--- config.mk ---
export PLATFORM = sky130hd
export DESIGN_NAME = rob_top
export DESIGN_NICKNAME = d
export VERILOG_FILES = /design/src/rob_pkg.sv /design/src/rob_alloc.sv /design/src/rob_complete.sv /design/src/rob_entry_array.sv /design/src/rob_top.sv
export SDC_FILE = /design/constraint.sdc
export NUM_CORES = 1
export LEC_CHECK = 0
export BUFFER_PORTS_ARGS = -buffer_cell sky130_fd_sc_hd__buf_2
export CAP_MARGIN = 20
export CORE_ASPECT_RATIO = 2
export CORE_MARGIN = 4
export CORE_UTILIZATION = 40
export DETAILED_ROUTE_END_ITERATION = 12
export GPL_TIMING_DRIVEN = 0
export PLACE_DENSITY = 0.61
export SYNTH_ARGS = -nofsm -noshare
export SYNTH_HDL_FRONTEND = slang
export SYNTH_SLANG_ARGS = --single-unit
--- constraint.sdc ---
create_clock -name clk_i -period 6.7 [get_ports clk_i]
set_clock_uncertainty 0.05 [all_clocks]
set_input_delay 1.675 -clock clk_i [delete_from_list [all_inputs] [get_ports clk_i]]
set_output_delay 1.675 -clock clk_i [all_outputs]
set_load 0.05 [all_outputs]
--- src/rob_pkg.sv ---
/*
 * Reorder buffer shared definitions
 * Buffer sizes, index widths and the packed structs passed between blocks
 */
`default_nettype none

package rob_pkg;

    // --------------------
    // Sizes and widths
    // --------------------
    localparam int ROB_ENTRY_NUM  = 8;
    localparam int ROB_IDX_WIDTH  = 3;
    // Dispatch, result and retire lane counts
    localparam int DP_NUM         = 2;
    localparam int CDB_NUM        = 2;
    localparam int RT_NUM         = 2;
    // 32 architectural and 64 physical registers
    localparam int ARCH_REG_WIDTH = 5;
    localparam int TAG_WIDTH      = 6;

    // --------------------
    // Index and pointer types
    // --------------------
    // Plain entry index
    typedef logic [ROB_IDX_WIDTH-1:0] rob_idx_t;
    // Entry index plus wrap bit, tells full from empty
    typedef logic [ROB_IDX_WIDTH:0] rob_ptr_t;

    // --------------------
    // Lane and entry structs
    // --------------------
    // One dispatch lane from the front end
    typedef struct packed {
        logic                      dp_en;
        logic [ARCH_REG_WIDTH-1:0] arch_reg;
        logic [TAG_WIDTH-1:0]      tag;
        logic [TAG_WIDTH-1:0]      tag_old;
        logic                      br_predict;
    } dp_req_t;

    // Dispatch response, index valid while ready is high
    typedef struct packed {
        logic     ready;
        rob_idx_t rob_idx;
    } dp_rsp_t;

    // One result broadcast lane
    typedef struct packed {
        logic     valid;
        rob_idx_t rob_idx;
        logic     br_result;
    } cdb_t;

    // Per-entry completion update
    typedef struct packed {
        logic strobe;
        logic br_result;
    } cp_upd_t;

    // Stored entry
    typedef struct packed {
        logic                      valid;
        logic                      complete;
        logic [ARCH_REG_WIDTH-1:0] arch_reg;
        logic [TAG_WIDTH-1:0]      tag;
        logic [TAG_WIDTH-1:0]      tag_old;
        logic                      br_predict;
        logic                      br_result;
    } rob_entry_t;

    // One retire lane, to map table and free list
    typedef struct packed {
        logic                      valid;
        logic [ARCH_REG_WIDTH-1:0] arch_reg;
        logic [TAG_WIDTH-1:0]      tag;
        logic [TAG_WIDTH-1:0]      tag_old;
    } rt_out_t;

endpackage

`default_nettype wire

--- src/rob_alloc.sv ---
/*
 * Reorder buffer allocator
 * Tail pointer, free count, per-lane ready and dispatch entry select
 */
`timescale 1ns/1ps
`default_nettype none

module rob_alloc (
    input  logic                                          clk_i,
    input  logic                                          rst_i,
    input  rob_pkg::dp_req_t [rob_pkg::DP_NUM-1:0]        dp_req_i,
    input  rob_pkg::rob_ptr_t                             next_head_i,
    input  logic                                          flush_i,
    input  logic                                          exception_i,
    output rob_pkg::dp_rsp_t [rob_pkg::DP_NUM-1:0]        dp_rsp_o,
    output logic             [rob_pkg::ROB_ENTRY_NUM-1:0] dp_sel_o,
    output logic             [rob_pkg::ROB_ENTRY_NUM-1:0] dp_lane_o
);

    rob_pkg::rob_ptr_t                      tail;
    rob_pkg::rob_ptr_t                      used_cnt;
    rob_pkg::rob_ptr_t                      free_cnt;
    rob_pkg::rob_ptr_t                      acc_cnt;
    logic              [rob_pkg::DP_NUM-1:0] lane_ready;
    logic              [rob_pkg::DP_NUM-1:0] lane_acc;
    rob_pkg::rob_idx_t [rob_pkg::DP_NUM-1:0] lane_idx;

    // --------------------
    // Free entry count
    // --------------------
    // Wrap bit makes the difference range 0..8
    assign used_cnt = tail - next_head_i;
    // Slots retired this cycle already count as free
    assign free_cnt = rob_pkg::rob_ptr_t'(rob_pkg::ROB_ENTRY_NUM) - used_cnt;

    // --------------------
    // Lane ready and accept
    // --------------------
    always_comb begin
        acc_cnt = '0;
        for (int i = 0; i < rob_pkg::DP_NUM; i++) begin
            // Lane i needs more than i free slots
            lane_ready[i] = free_cnt > rob_pkg::rob_ptr_t'(i);
            // Lane index follows the current tail
            lane_idx[i]   = rob_pkg::rob_idx_t'(tail) + rob_pkg::rob_idx_t'(i);
            // Accept only on an unbroken prefix of lower lanes
            lane_acc[i]   = dp_req_i[i].dp_en && lane_ready[i]
                            && (acc_cnt == rob_pkg::rob_ptr_t'(i));
            if (lane_acc[i]) begin
                acc_cnt = acc_cnt + 1'b1;
            end
        end
    end

    // Response back to dispatch
    always_comb begin
        for (int i = 0; i < rob_pkg::DP_NUM; i++) begin
            dp_rsp_o[i].ready   = lane_ready[i];
            dp_rsp_o[i].rob_idx = lane_idx[i];
        end
    end

    // --------------------
    // Rotated entry select
    // --------------------
    always_comb begin
        dp_sel_o  = '0;
        dp_lane_o = '0;
        for (int i = 0; i < rob_pkg::DP_NUM; i++) begin
            if (lane_acc[i]) begin
                dp_sel_o[lane_idx[i]]  = 1'b1;
                // Source lane of this entry
                dp_lane_o[lane_idx[i]] = 1'(i);
            end
        end
    end

    // Tail returns to zero with the head on any flush
    always_ff @(posedge clk_i) begin
        if (rst_i || flush_i || exception_i) begin
            tail <= '0;
        end else begin
            tail <= tail + acc_cnt;
        end
    end

endmodule

`default_nettype wire

--- src/rob_complete.sv ---
/*
 * Reorder buffer completion matcher
 * Decodes result-lane indices into per-entry completion strobes
 */
`timescale 1ns/1ps
`default_nettype none

module rob_complete (
    input  rob_pkg::cdb_t    [rob_pkg::CDB_NUM-1:0]       cdb_i,
    output rob_pkg::cp_upd_t [rob_pkg::ROB_ENTRY_NUM-1:0] cp_upd_o
);

    // --------------------
    // Index decode
    // --------------------
    always_comb begin
        for (int e = 0; e < rob_pkg::ROB_ENTRY_NUM; e++) begin
            // Default is no update for this entry
            cp_upd_o[e].strobe    = 1'b0;
            cp_upd_o[e].br_result = 1'b0;
            // Walk lanes upward so the higher lane overrides
            for (int l = 0; l < rob_pkg::CDB_NUM; l++) begin
                if (cdb_i[l].valid
                    && (cdb_i[l].rob_idx == rob_pkg::rob_idx_t'(e))) begin
                    cp_upd_o[e].strobe    = 1'b1;
                    cp_upd_o[e].br_result = cdb_i[l].br_result;
                end
            end
        end
    end

    // Valid and in-flight checks against the entry happen in the array,
    // the matcher only knows indices

endmodule

`default_nettype wire

--- src/rob_entry_array.sv ---
/*
 * Reorder buffer entry array
 * Entry storage, head pointer, in-order retire, mispredict flush
 */
`timescale 1ns/1ps
`default_nettype none

module rob_entry_array (
    input  logic                                          clk_i,
    input  logic                                          rst_i,
    input  logic                                          exception_i,
    input  rob_pkg::dp_req_t [rob_pkg::DP_NUM-1:0]        dp_req_i,
    input  logic             [rob_pkg::ROB_ENTRY_NUM-1:0] dp_sel_i,
    input  logic             [rob_pkg::ROB_ENTRY_NUM-1:0] dp_lane_i,
    input  rob_pkg::cp_upd_t [rob_pkg::ROB_ENTRY_NUM-1:0] cp_upd_i,
    output rob_pkg::rt_out_t [rob_pkg::RT_NUM-1:0]        rt_o,
    output rob_pkg::rob_ptr_t                             next_head_o,
    output logic                                          flush_o
);

    // Entry storage and head
    rob_pkg::rob_entry_t [rob_pkg::ROB_ENTRY_NUM-1:0] entries;
    rob_pkg::rob_ptr_t                                head;

    // Retire selection
    rob_pkg::rob_idx_t [rob_pkg::RT_NUM-1:0]        rt_idx;
    logic              [rob_pkg::RT_NUM-1:0]        rt_vld;
    logic              [rob_pkg::RT_NUM-1:0]        rt_mis;
    logic              [rob_pkg::ROB_ENTRY_NUM-1:0] rt_sel;
    rob_pkg::rob_ptr_t                              rt_cnt;
    // Still retiring in order, nothing stopped the chain yet
    logic                                           chain_ok;
    logic                                           br_flush;

    // --------------------
    // Retire selection
    // --------------------
    always_comb begin
        chain_ok = 1'b1;
        br_flush = 1'b0;
        rt_sel   = '0;
        rt_cnt   = '0;
        for (int r = 0; r < rob_pkg::RT_NUM; r++) begin
            // Consecutive slots from the head
            rt_idx[r] = rob_pkg::rob_idx_t'(head) + rob_pkg::rob_idx_t'(r);
            rt_mis[r] = entries[rt_idx[r]].br_predict != entries[rt_idx[r]].br_result;
            // Exception blocks every lane in its cycle
            rt_vld[r] = chain_ok && !exception_i
                        && entries[rt_idx[r]].valid
                        && entries[rt_idx[r]].complete;
            // A mispredicted branch is the last to retire
            chain_ok  = rt_vld[r] && !rt_mis[r];
            if (rt_vld[r]) begin
                rt_sel[rt_idx[r]] = 1'b1;
                rt_cnt            = rt_cnt + 1'b1;
                if (rt_mis[r]) begin
                    br_flush = 1'b1;
                end
            end
        end
    end

    // Head after this cycle's retires, also used for the free count
    assign next_head_o = head + rt_cnt;
    assign flush_o     = br_flush;

    // --------------------
    // Retire outputs
    // --------------------
    always_comb begin
        for (int r = 0; r < rob_pkg::RT_NUM; r++) begin
            rt_o[r].valid    = rt_vld[r];
            // New mapping for the map table
            rt_o[r].arch_reg = entries[rt_idx[r]].arch_reg;
            rt_o[r].tag      = entries[rt_idx[r]].tag;
            // Old tag goes back to the free list
            rt_o[r].tag_old  = entries[rt_idx[r]].tag_old;
        end
    end

    // --------------------
    // Entry update
    // --------------------
    always_ff @(posedge clk_i) begin
        for (int e = 0; e < rob_pkg::ROB_ENTRY_NUM; e++) begin
            if (rst_i || exception_i || br_flush) begin
                // Whole buffer drops, same-cycle writes are lost
                entries[e].valid    <= 1'b0;
                entries[e].complete <= 1'b0;
            end else if (dp_sel_i[e]) begin
                // New instruction from its source lane
                entries[e].valid      <= 1'b1;
                entries[e].complete   <= 1'b0;
                entries[e].arch_reg   <= dp_req_i[dp_lane_i[e]].arch_reg;
                entries[e].tag        <= dp_req_i[dp_lane_i[e]].tag;
                entries[e].tag_old    <= dp_req_i[dp_lane_i[e]].tag_old;
                entries[e].br_predict <= dp_req_i[dp_lane_i[e]].br_predict;
            end else if (rt_sel[e]) begin
                // Leaves the buffer
                entries[e].valid    <= 1'b0;
                entries[e].complete <= 1'b0;
            end else if (cp_upd_i[e].strobe && entries[e].valid) begin
                // Result arrives, visible to retire next cycle
                entries[e].complete  <= 1'b1;
                entries[e].br_result <= cp_upd_i[e].br_result;
            end
        end
    end

    // Head pointer
    always_ff @(posedge clk_i) begin
        if (rst_i || exception_i || br_flush) begin
            head <= '0;
        end else begin
            head <= next_head_o;
        end
    end

endmodule

`default_nettype wire

--- src/rob_top.sv ---
/*
 * Reorder buffer top level
 * Two-wide dispatch, two result lanes and two-wide in-order retire
 */
`timescale 1ns/1ps
`default_nettype none

module rob_top (
    input  logic                                   clk_i,
    input  logic                                   rst_i,
    input  logic                                   exception_i,
    // Dispatch side
    input  rob_pkg::dp_req_t [rob_pkg::DP_NUM-1:0]  dp_req_i,
    output rob_pkg::dp_rsp_t [rob_pkg::DP_NUM-1:0]  dp_rsp_o,
    // Result broadcast
    input  rob_pkg::cdb_t    [rob_pkg::CDB_NUM-1:0] cdb_i,
    // Retire to map table and free list
    output rob_pkg::rt_out_t [rob_pkg::RT_NUM-1:0]  rt_o
);

    // --------------------
    // Internal wiring
    // --------------------
    // Allocator to array
    logic             [rob_pkg::ROB_ENTRY_NUM-1:0] dp_sel;
    logic             [rob_pkg::ROB_ENTRY_NUM-1:0] dp_lane;
    // Matcher to array
    rob_pkg::cp_upd_t [rob_pkg::ROB_ENTRY_NUM-1:0] cp_upd;
    // Array back to allocator
    rob_pkg::rob_ptr_t                             next_head;
    logic                                          flush;

    // Tail side
    rob_alloc u_alloc (
        .clk_i       (clk_i),
        .rst_i       (rst_i),
        .dp_req_i    (dp_req_i),
        .next_head_i (next_head),
        .flush_i     (flush),
        .exception_i (exception_i),
        .dp_rsp_o    (dp_rsp_o),
        .dp_sel_o    (dp_sel),
        .dp_lane_o   (dp_lane)
    );

    // Result side
    rob_complete u_complete (
        .cdb_i    (cdb_i),
        .cp_upd_o (cp_upd)
    );

    // Storage, retire and flush
    rob_entry_array u_array (
        .clk_i       (clk_i),
        .rst_i       (rst_i),
        .exception_i (exception_i),
        .dp_req_i    (dp_req_i),
        .dp_sel_i    (dp_sel),
        .dp_lane_i   (dp_lane),
        .cp_upd_i    (cp_upd),
        .rt_o        (rt_o),
        .next_head_o (next_head),
        .flush_o     (flush)
    );

endmodule

`default_nettype wire

==> results of run 1 <==
## path summary, 6_finish.rpt
check / start / endpoint / slack, ps / cells past startpoint
max: exception_i / dp_rsp_o[3] / -110 / 16
min: u_array.entries[145]$_SDFFE_PP0P_ / u_array.entries[145]$_SDFFE_PP0P_ / 490 / 2
min reg2reg: u_array.entries[145]$_SDFFE_PP0P_ / u_array.entries[145]$_SDFFE_PP0P_ / 490 / 2
max reg2reg: u_array.head[1]$_SDFF_PP0_ / u_array.entries[16]$_DFFE_PP_ / 30 / 22
## registers in the layout (all words and copies together), names as in the netlist
signal / flops
u_alloc.tail: 4
u_array.entries: 168
u_array.head: 4
## metrics by stage
step	util	area, um2	hold slack, ps	instances
after detailed placement	0.453	11700	466	1306
final	0.486	12500	493	1353
after CTS	0.484	12500	475	1348
after global routing	0.486	12500	516	1353
after global placement	0.447	11500	462	1295
after floorplan	-	10600	423	861
## metal layers
layer,global-route usage,vias up
met5,0,-
met4,0.169,0
met3,0.0437,153
met2,0.475,427
met1,0.264,4306
li1,-,3673
## final cells by class
| cell class | count | share of cell area |
|---|---|---|
| Clock buffer | 27 | 0.0446 |
| Multi-Input combinational cell | 612 | 0.419 |
| Buffer | 48 | 0.0198 |
| Sequential cell | 176 | 0.403 |
| Timing Repair Buffer | 119 | 0.0665 |
| Inverter | 24 | 0.00739 |
| Clock inverter | 5 | 0.00490 |
| Antenna cell | 2 | 0.000400 |
| Tap cell | 340 | 0.0340 |
## where the power goes
| group | internal, mW | total (mW) | switching [mW] |
|---|---|---|---|
| sequential | 1.20 | 1.21 | 0.00840 |
| combinational | 0.0968 | 0.242 | 0.146 |
| clock | 0.614 | 1.05 | 0.431 |
| total | 1.91 | 2.50 | 0.585 |
## worst max-delay path, delay by kind of cell
kind / cells / cell delay (ps)
buf+inv: 3 / 290
fa+ha+maj: 6 / 1670
xor+xnor: 3 / 670
compound gates: 1 / 170
simple gates: 3 / 600
## cells by family after synthesis
kind of cell | count (synthesis) | share of synthesized area
buf+inv | 73 | 0.0309
compound gates | 174 | 0.120
simple gates | 225 | 0.105
fa+ha+maj | 14 | 0.0189
flops | 176 | 0.483
xor+xnor | 13 | 0.0137
mux | 186 | 0.228
## layout by cell type, fill, tap and decap left out, types with 7 or more instances in the layout
master | synthesis | routed
sky130_fd_sc_hd__nand4_1 | 16 | 16
sky130_fd_sc_hd__dfxtp_1 | 24 | 23
sky130_fd_sc_hd__nor2_1 | 39 | 30
sky130_fd_sc_hd__a22oi_1 | 87 | 87
sky130_fd_sc_hd__edfxtp_1 | 152 | 152
sky130_fd_sc_hd__inv_1 | 23 | 22
sky130_fd_sc_hd__mux4_2 | 26 | 26
sky130_fd_sc_hd__clkbuf_16 | 0 | 21
sky130_fd_sc_hd__nor3_1 | 16 | 16
sky130_fd_sc_hd__o21ai_0 | 22 | 22
sky130_fd_sc_hd__nand2_1 | 76 | 75
sky130_fd_sc_hd__nand2b_1 | 8 | 8
sky130_fd_sc_hd__mux2i_1 | 9 | 9
sky130_fd_sc_hd__clkbuf_1 | 26 | 26
sky130_fd_sc_hd__mux2_2 | 150 | 150
sky130_fd_sc_hd__ha_1 | 11 | 7
sky130_fd_sc_hd__a21oi_1 | 16 | 16
sky130_fd_sc_hd__nand3_1 | 30 | 29
sky130_fd_sc_hd__buf_4 | 3 | 15
sky130_fd_sc_hd__buf_2 | 15 | 102
## timing repair
| action | 4_1_cts | 5_1_grt |
|---|---|---|
| buffers inserted | 10 | 4 |
| resized for setup | 12 | 13 |
| endpoints found under the setup margin | 143 | 151 |
| pin swaps | 12 | 6 |
==> flow_metrics.env, run 1 <==
export IMPL_layout_area_seq_um2=5050
export IMPL_ys_types=66
export IMPL_clkSlewWorstSetupHoldPaths_ps=70
export IMPL_violations="setup timing"
export IMPL_grt_remaining_overflow=0
export IMPL_ys_seq_area_frac=0.483
export IMPL_top_signal_layer_used="met4"
export IMPL_post_route_drc_count=0
export IMPL_grt_antenna_before_repair=2
export IMPL_timing_critical_path_from_type="input port"
export IMPL_cts_htree_levels=4
export IMPL_cts_root_buf="sky130_fd_sc_hd__clkbuf_16"
export IMPL_gp_routability_congestion=0.888
export IMPL_ys_seq_elements=176
export IMPL_kind_of_capture_point_of_the_worst_setup_path="primary output"
export IMPL_cts_inserted_buffers=17
export IMPL_worstPathRequired_ps=4970
export IMPL_p_leak_nw=4.27
export IMPL_dp_worst_setup_slack_ps=-1000
export IMPL_vias_per_cell=6.33
export IMPL_first_pass_iters=5
export IMPL_final_hold_violation_count=0
export IMPL_postCtsHoldBufs=0
export IMPL_grt_total_usage=0.260
export IMPL_final_setup_tns_ps=-186
export IMPL_worst_path_most_repeated_cell="sky130_fd_sc_hd__ha_4"
export IMPL_slew_violations=0
export IMPL_placeableCoreArea_um2=25800
export IMPL_path_class="in2out"
export IMPL_ys_flop_type="sky130_fd_sc_hd__edfxtp_1"
export IMPL_slowest_delay_ps=480
export IMPL_netlist_top_cells_count="sky130_fd_sc_hd__edfxtp_1 (152), sky130_fd_sc_hd__mux2_2 (150), sky130_fd_sc_hd__a22oi_1 (87)"
export IMPL_timing_max_slew_rel_slack=0.230
export IMPL_synth_most_common_cell="sky130_fd_sc_hd__edfxtp_1"
export IMPL_route_layer_met1_wl_mm=12.5
export IMPL_grt_start_max_net_pins=19
export IMPL_cp_max_fo=6
export IMPL_yosysTopAreaCell="sky130_fd_sc_hd__edfxtp_1"
export IMPL_synthesis_nets=926
export IMPL_cts_tree="built"
export IMPL_placement_io_buffers=94
export IMPL_detailed_place_hpwl_mm=27.1
export IMPL_synth_area_um2=10400
export IMPL_wl_per_cell_um=27.6
export IMPL_final_fill_count=2462
export IMPL_crit_chain="buf_8 -> a2111oi_4 -> and3_4 -> and3_4 -> ha_4 -> ha_4 -> fa_2 -> ha_4 -> ha_4 -> inv_4 -> fa_2 -> xnor2_2 -> xnor2_2 -> xor3_2 -> nand3_4 -> buf_8"
export IMPL_wirelength_mm=37.4
export IMPL_worst_endpoint_arrival_ps=5090
export IMPL_ios=95
export IMPL_post_synth_inst_count=861
export IMPL_detailroute_wirelength_met3_mm=2.06
export IMPL_route_antenna_remaining_nets=0
export IMPL_yosysWarnings=0
export IMPL_maxCapViolCount=0
export IMPL_initialDrtViolationCount=680
export IMPL_maxClockFrequency_mhz=147
export IMPL_final_period_minus_worst_setup_slack_ps=6810
export IMPL_power_per_cell_area_nw_per_um2=200
export IMPL_worst_ir_drop_vdd_mv=0.180
export IMPL_synth_edff_count=152
export IMPL_multi_input_comb_area_um2=5250
export IMPL_avg_inst_size_synth_um2=12.1
export IMPL_postSynth_asyncResetShare=0
export IMPL_setup_repair_after_global_routing_missed_its_margin="yes"
export IMPL_grt_pass1_vias=8952
export IMPL_clock_sinks=176
export IMPL_fp_row_count=83
export IMPL_overall_die_area_um2=28900
export IMPL_synth_top_cells_by_area="sky130_fd_sc_hd__edfxtp_1 (44%), sky130_fd_sc_hd__mux2_2 (16%), sky130_fd_sc_hd__a22oi_1 (6.3%)"
export IMPL_cp_slowest_cell="sky130_fd_sc_hd__fa_2"
export IMPL_initial_utilization=0.405
export IMPL_timing_hold_worst_class="reg2reg"
export IMPL_clock_tree_buffer_depth=2
export IMPL_worstMarginPinSlew_ps=1150
export IMPL_fp_dieH_um=236
export IMPL_power_total_mw=2.50
export IMPL_nNetsFinal=1063
export IMPL_die_x_um=122
export IMPL_syn2layout_area_growth_pct=20.0
export IMPL_status="complete, but fails checks"
export IMPL_grt_first_pass_wirelength_mm=54.5
export IMPL_detailroute_wirelength_met2_mm=20.1
export IMPL_final_period_utilization=1.02
export IMPL_insertion_delay_ps=440
export IMPL_vias=8559
export IMPL_postLayoutSetupSlackWorst_ps=-112
export IMPL_drive_gt1_frac=0.382
export IMPL_finalSetupViolCount=9
export IMPL_synthDominantCellAreaShare=0.437
Power figures use the tool's default switching activity.
==> run 2, diff against run 1 <==
--- a/config.mk
+++ b/config.mk
@@ -12,7 +12,7 @@
 export CORE_UTILIZATION = 40
 export DETAILED_ROUTE_END_ITERATION = 12
 export GPL_TIMING_DRIVEN = 0
-export PLACE_DENSITY = 0.61
+export PLACE_DENSITY = 0.58
 export SYNTH_ARGS = -nofsm -noshare
 export SYNTH_HDL_FRONTEND = slang
 export SYNTH_SLANG_ARGS = --single-unit
==> constraint.sdc (replaced) <==
create_clock -name clk_i -period 7.4 [get_ports clk_i]
set_clock_uncertainty 0.05 [all_clocks]
set_input_delay 1.85 -clock clk_i [delete_from_list [all_inputs] [get_ports clk_i]]
set_output_delay 1.85 -clock clk_i [all_outputs]
set_load 0.05 [all_outputs]
==> run 2 against run 1 <==
- the flow now finishes without violations
- combinational power decreased by 12%
- die area unchanged
- first-iteration DRC count increased by 22%
- largest power group unchanged
==> flow_metrics.env, run 2 (same netlist as run 1, synthesis figures left out) <==
export IMPL_vias_per_cell=6.22
export IMPL_maxClockFrequency_mhz=138
export IMPL_kind_of_capture_point_of_the_worst_setup_path="primary output"
export IMPL_cts_root_buf="sky130_fd_sc_hd__clkbuf_16"
export IMPL_highest_count_cells_in_the_layout_ignoring_fill_and_taps="sky130_fd_sc_hd__edfxtp_1 (152), sky130_fd_sc_hd__mux2_2 (150), sky130_fd_sc_hd__buf_2 (107)"
export IMPL_clock_sinks=176
export IMPL_insertion_delay_ps=460
export IMPL_final_hold_violation_count=0
export IMPL_grt_first_pass_wirelength_mm=54.2
export IMPL_detailed_place_hpwl_mm=27.2
export IMPL_power_per_cell_area_nw_per_um2=180
export IMPL_placeableCoreArea_um2=25800
export IMPL_route_antenna_remaining_nets=0
export IMPL_dpl_cell_area_um2=11700
export IMPL_initialDrtViolationCount=830
export IMPL_worstMarginPinSlew_ps=1230
export IMPL_cts_htree_levels=4
export IMPL_timing_max_slew_rel_slack=0.176
export IMPL_largest_register_ff_count=168
export IMPL_clock_tree_buffer_depth=2
export IMPL_grt_total_usage=0.261
export IMPL_fin_util=0.483
export IMPL_layout_commonest_cell="sky130_fd_sc_hd__edfxtp_1"
export IMPL_placement_io_buffers=94
export IMPL_worst_r2r_setup_slack_ps=320
export IMPL_power_share_combinational=0.096
export IMPL_wl_per_cell_um=27.8
export IMPL_pwr_share_clk=0.415
export IMPL_timing_hold_worst_class="reg2reg"
export IMPL_vias=8379
export IMPL_registers_top_by_ff_count="u_array.entries"
export IMPL_seq_power_share=0.490
export IMPL_grt_pass1_vias=8710
export IMPL_initial_utilization=0.405
export IMPL_worstPathRequired_ps=5500
export IMPL_gp_routability_congestion=0.890
export IMPL_postLayoutCellArea_um2=12400
export IMPL_setup_repair_after_global_routing_missed_its_margin="no"
export IMPL_die_x_um=122
export IMPL_overall_die_area_um2=28900
export IMPL_grt_start_max_net_pins=17
export IMPL_wirelength_mm=37.4
export IMPL_grt_remaining_overflow=0
export IMPL_fp_dieH_um=236
export IMPL_worst_endpoint_arrival_ps=5350
export IMPL_first_pass_iters=6
export IMPL_fp_row_count=83
export IMPL_ff_to_ff_start="u_array.head[1]$_SDFF_PP0_"
export IMPL_finalSetupViolCount=0
export IMPL_postCtsHoldBufs=0
export IMPL_nNetsFinal=1059
export IMPL_p_leak_nw=4.23
export IMPL_cp_max_fo=4
export IMPL_crit_end="dp_rsp_o[3]"
export IMPL_logic_depth_of_the_worst_register_to_register_path=24
export IMPL_switching_share=0.240
export IMPL_slew_violations=0
export IMPL_ios=95
export IMPL_total_switching_power_mw=0.537
export IMPL_clkSlewWorstSetupHoldPaths_ps=70
export IMPL_power_total_mw=2.24
export IMPL_grt_antenna_before_repair=0
export IMPL_status="complete, no violations"
export IMPL_syn2layout_area_growth_pct=19.1
export IMPL_final_period_utilization=0.980
export IMPL_reg2reg_to="u_array.entries[88]$_DFFE_PP_"
export IMPL_startpoint_of_the_most_critical_setup_path="exception_i"
export IMPL_timing_critical_path_from_type="input port"
export IMPL_cts_inserted_buffers=17
export IMPL_final_period_minus_worst_setup_slack_ps=7250
export IMPL_cts_tree="built"
export IMPL_drive_gt1_frac=0.377
export IMPL_maxCapViolCount=0
export IMPL_worst_ir_drop_vdd_mv=0.162
export IMPL_final_fill_count=2441
export IMPL_post_route_drc_count=0
export IMPL_reg_top3="u_array.entries x168, u_alloc.tail x4, u_array.head x4"
export IMPL_path_class="in2out"
export IMPL_intPower_mw=1.70
run 2: worst max-delay path, stage by stage:
cell and delay, ps:
sky130_fd_sc_hd__buf_2 120, sky130_fd_sc_hd__a2111oi_4 170, sky130_fd_sc_hd__and3_4 270, sky130_fd_sc_hd__buf_12 100, sky130_fd_sc_hd__and3_4 210, sky130_fd_sc_hd__ha_4 210
sky130_fd_sc_hd__ha_4 160, sky130_fd_sc_hd__fa_2 380, sky130_fd_sc_hd__xor2_1 180, sky130_fd_sc_hd__ha_1 290, sky130_fd_sc_hd__inv_1 50, sky130_fd_sc_hd__fa_2 400
sky130_fd_sc_hd__xnor2_2 180, sky130_fd_sc_hd__xnor2_2 150, sky130_fd_sc_hd__xor3_2 360, sky130_fd_sc_hd__nand3_4 100, sky130_fd_sc_hd__buf_6 160
run 2: repair_timing:
item | 4_1_cts | 5_1_grt
gates cloned | 0 | 0
pin swaps | 2 | 4
endpoints found under the setup margin | 66 | 67
setup buffers | 1 | 3
resized for setup | 10 | 7
run 2: area by class of cell:
type	count	area [um2]	share of cell area
Antenna cell	1	2.50	0.000201
Buffer	49	251	0.0202
Clock buffer	17	425	0.0342
Clock inverter	15	166	0.0134
Inverter	24	90.1	0.00725
Multi-Input combinational cell	612	5250	0.422
Sequential cell	176	5040	0.406
Tap cell	340	425	0.0342
Timing Repair Buffer	114	777	0.0625
run 2: metal layers:
metal | global-route usage | vias to the layer above | share of wire
li1 | - | 3654 | -
met1 | 0.272 | 4177 | 0.34
met2 | 0.473 | 422 | 0.54
met3 | 0.0492 | 126 | 0.063
met4 | 0.153 | 0 | 0.061
met5 | 0 | - | 0
run 2: worst min-delay path by stage:
| stage | startpoint | end | slack (ps) | cells after the start |
|---|---|---|---|---|
| CTS | u_array.entries[83]$_SDFFE_PP0P_ | u_array.entries[83]$_SDFFE_PP0P_ | 490 | 2 |
| floorplan | u_array.entries[41]$_SDFFE_PP0P_ | u_array.entries[41]$_SDFFE_PP0P_ | 420 | 2 |
| global route | u_array.entries[82]$_SDFFE_PP0P_ | u_array.entries[82]$_SDFFE_PP0P_ | 520 | 2 |
| global placement | u_array.entries[83]$_SDFFE_PP0P_ | u_array.entries[83]$_SDFFE_PP0P_ | 460 | 2 |
| detailed placement | u_array.entries[83]$_SDFFE_PP0P_ | u_array.entries[83]$_SDFFE_PP0P_ | 470 | 2 |
| finish | u_array.entries[83]$_SDFFE_PP0P_ | u_array.entries[83]$_SDFFE_PP0P_ | 490 | 2 |
run 2: through the flow:
step / TNS (ps) / worst slack [ps] / instances / hold slack, ps
final: 0 / 149 / 1348 / 489
after floorplan: -37.9 / -36.7 / 861 / 423
after global placement: -150690 / -1590 / 1295 / 460
after global routing: 0 / 48.4 / 1347 / 522
after detailed placement: -42510 / -703 / 1308 / 473
after CTS: -26.4 / -26.4 / 1341 / 485
run 2: power by group through the flow:
stage	Sequential, mW	Combinational (mW)	Clock (mW)
3_3_place_gp	1.12	0.202	0
4_1_cts	1.10	0.212	0.936
2_1_floorplan	1.11	0.135	0
5_1_grt	1.10	0.230	0.979
3_5_place_dp	1.12	0.209	0
6_report	1.10	0.214	0.928
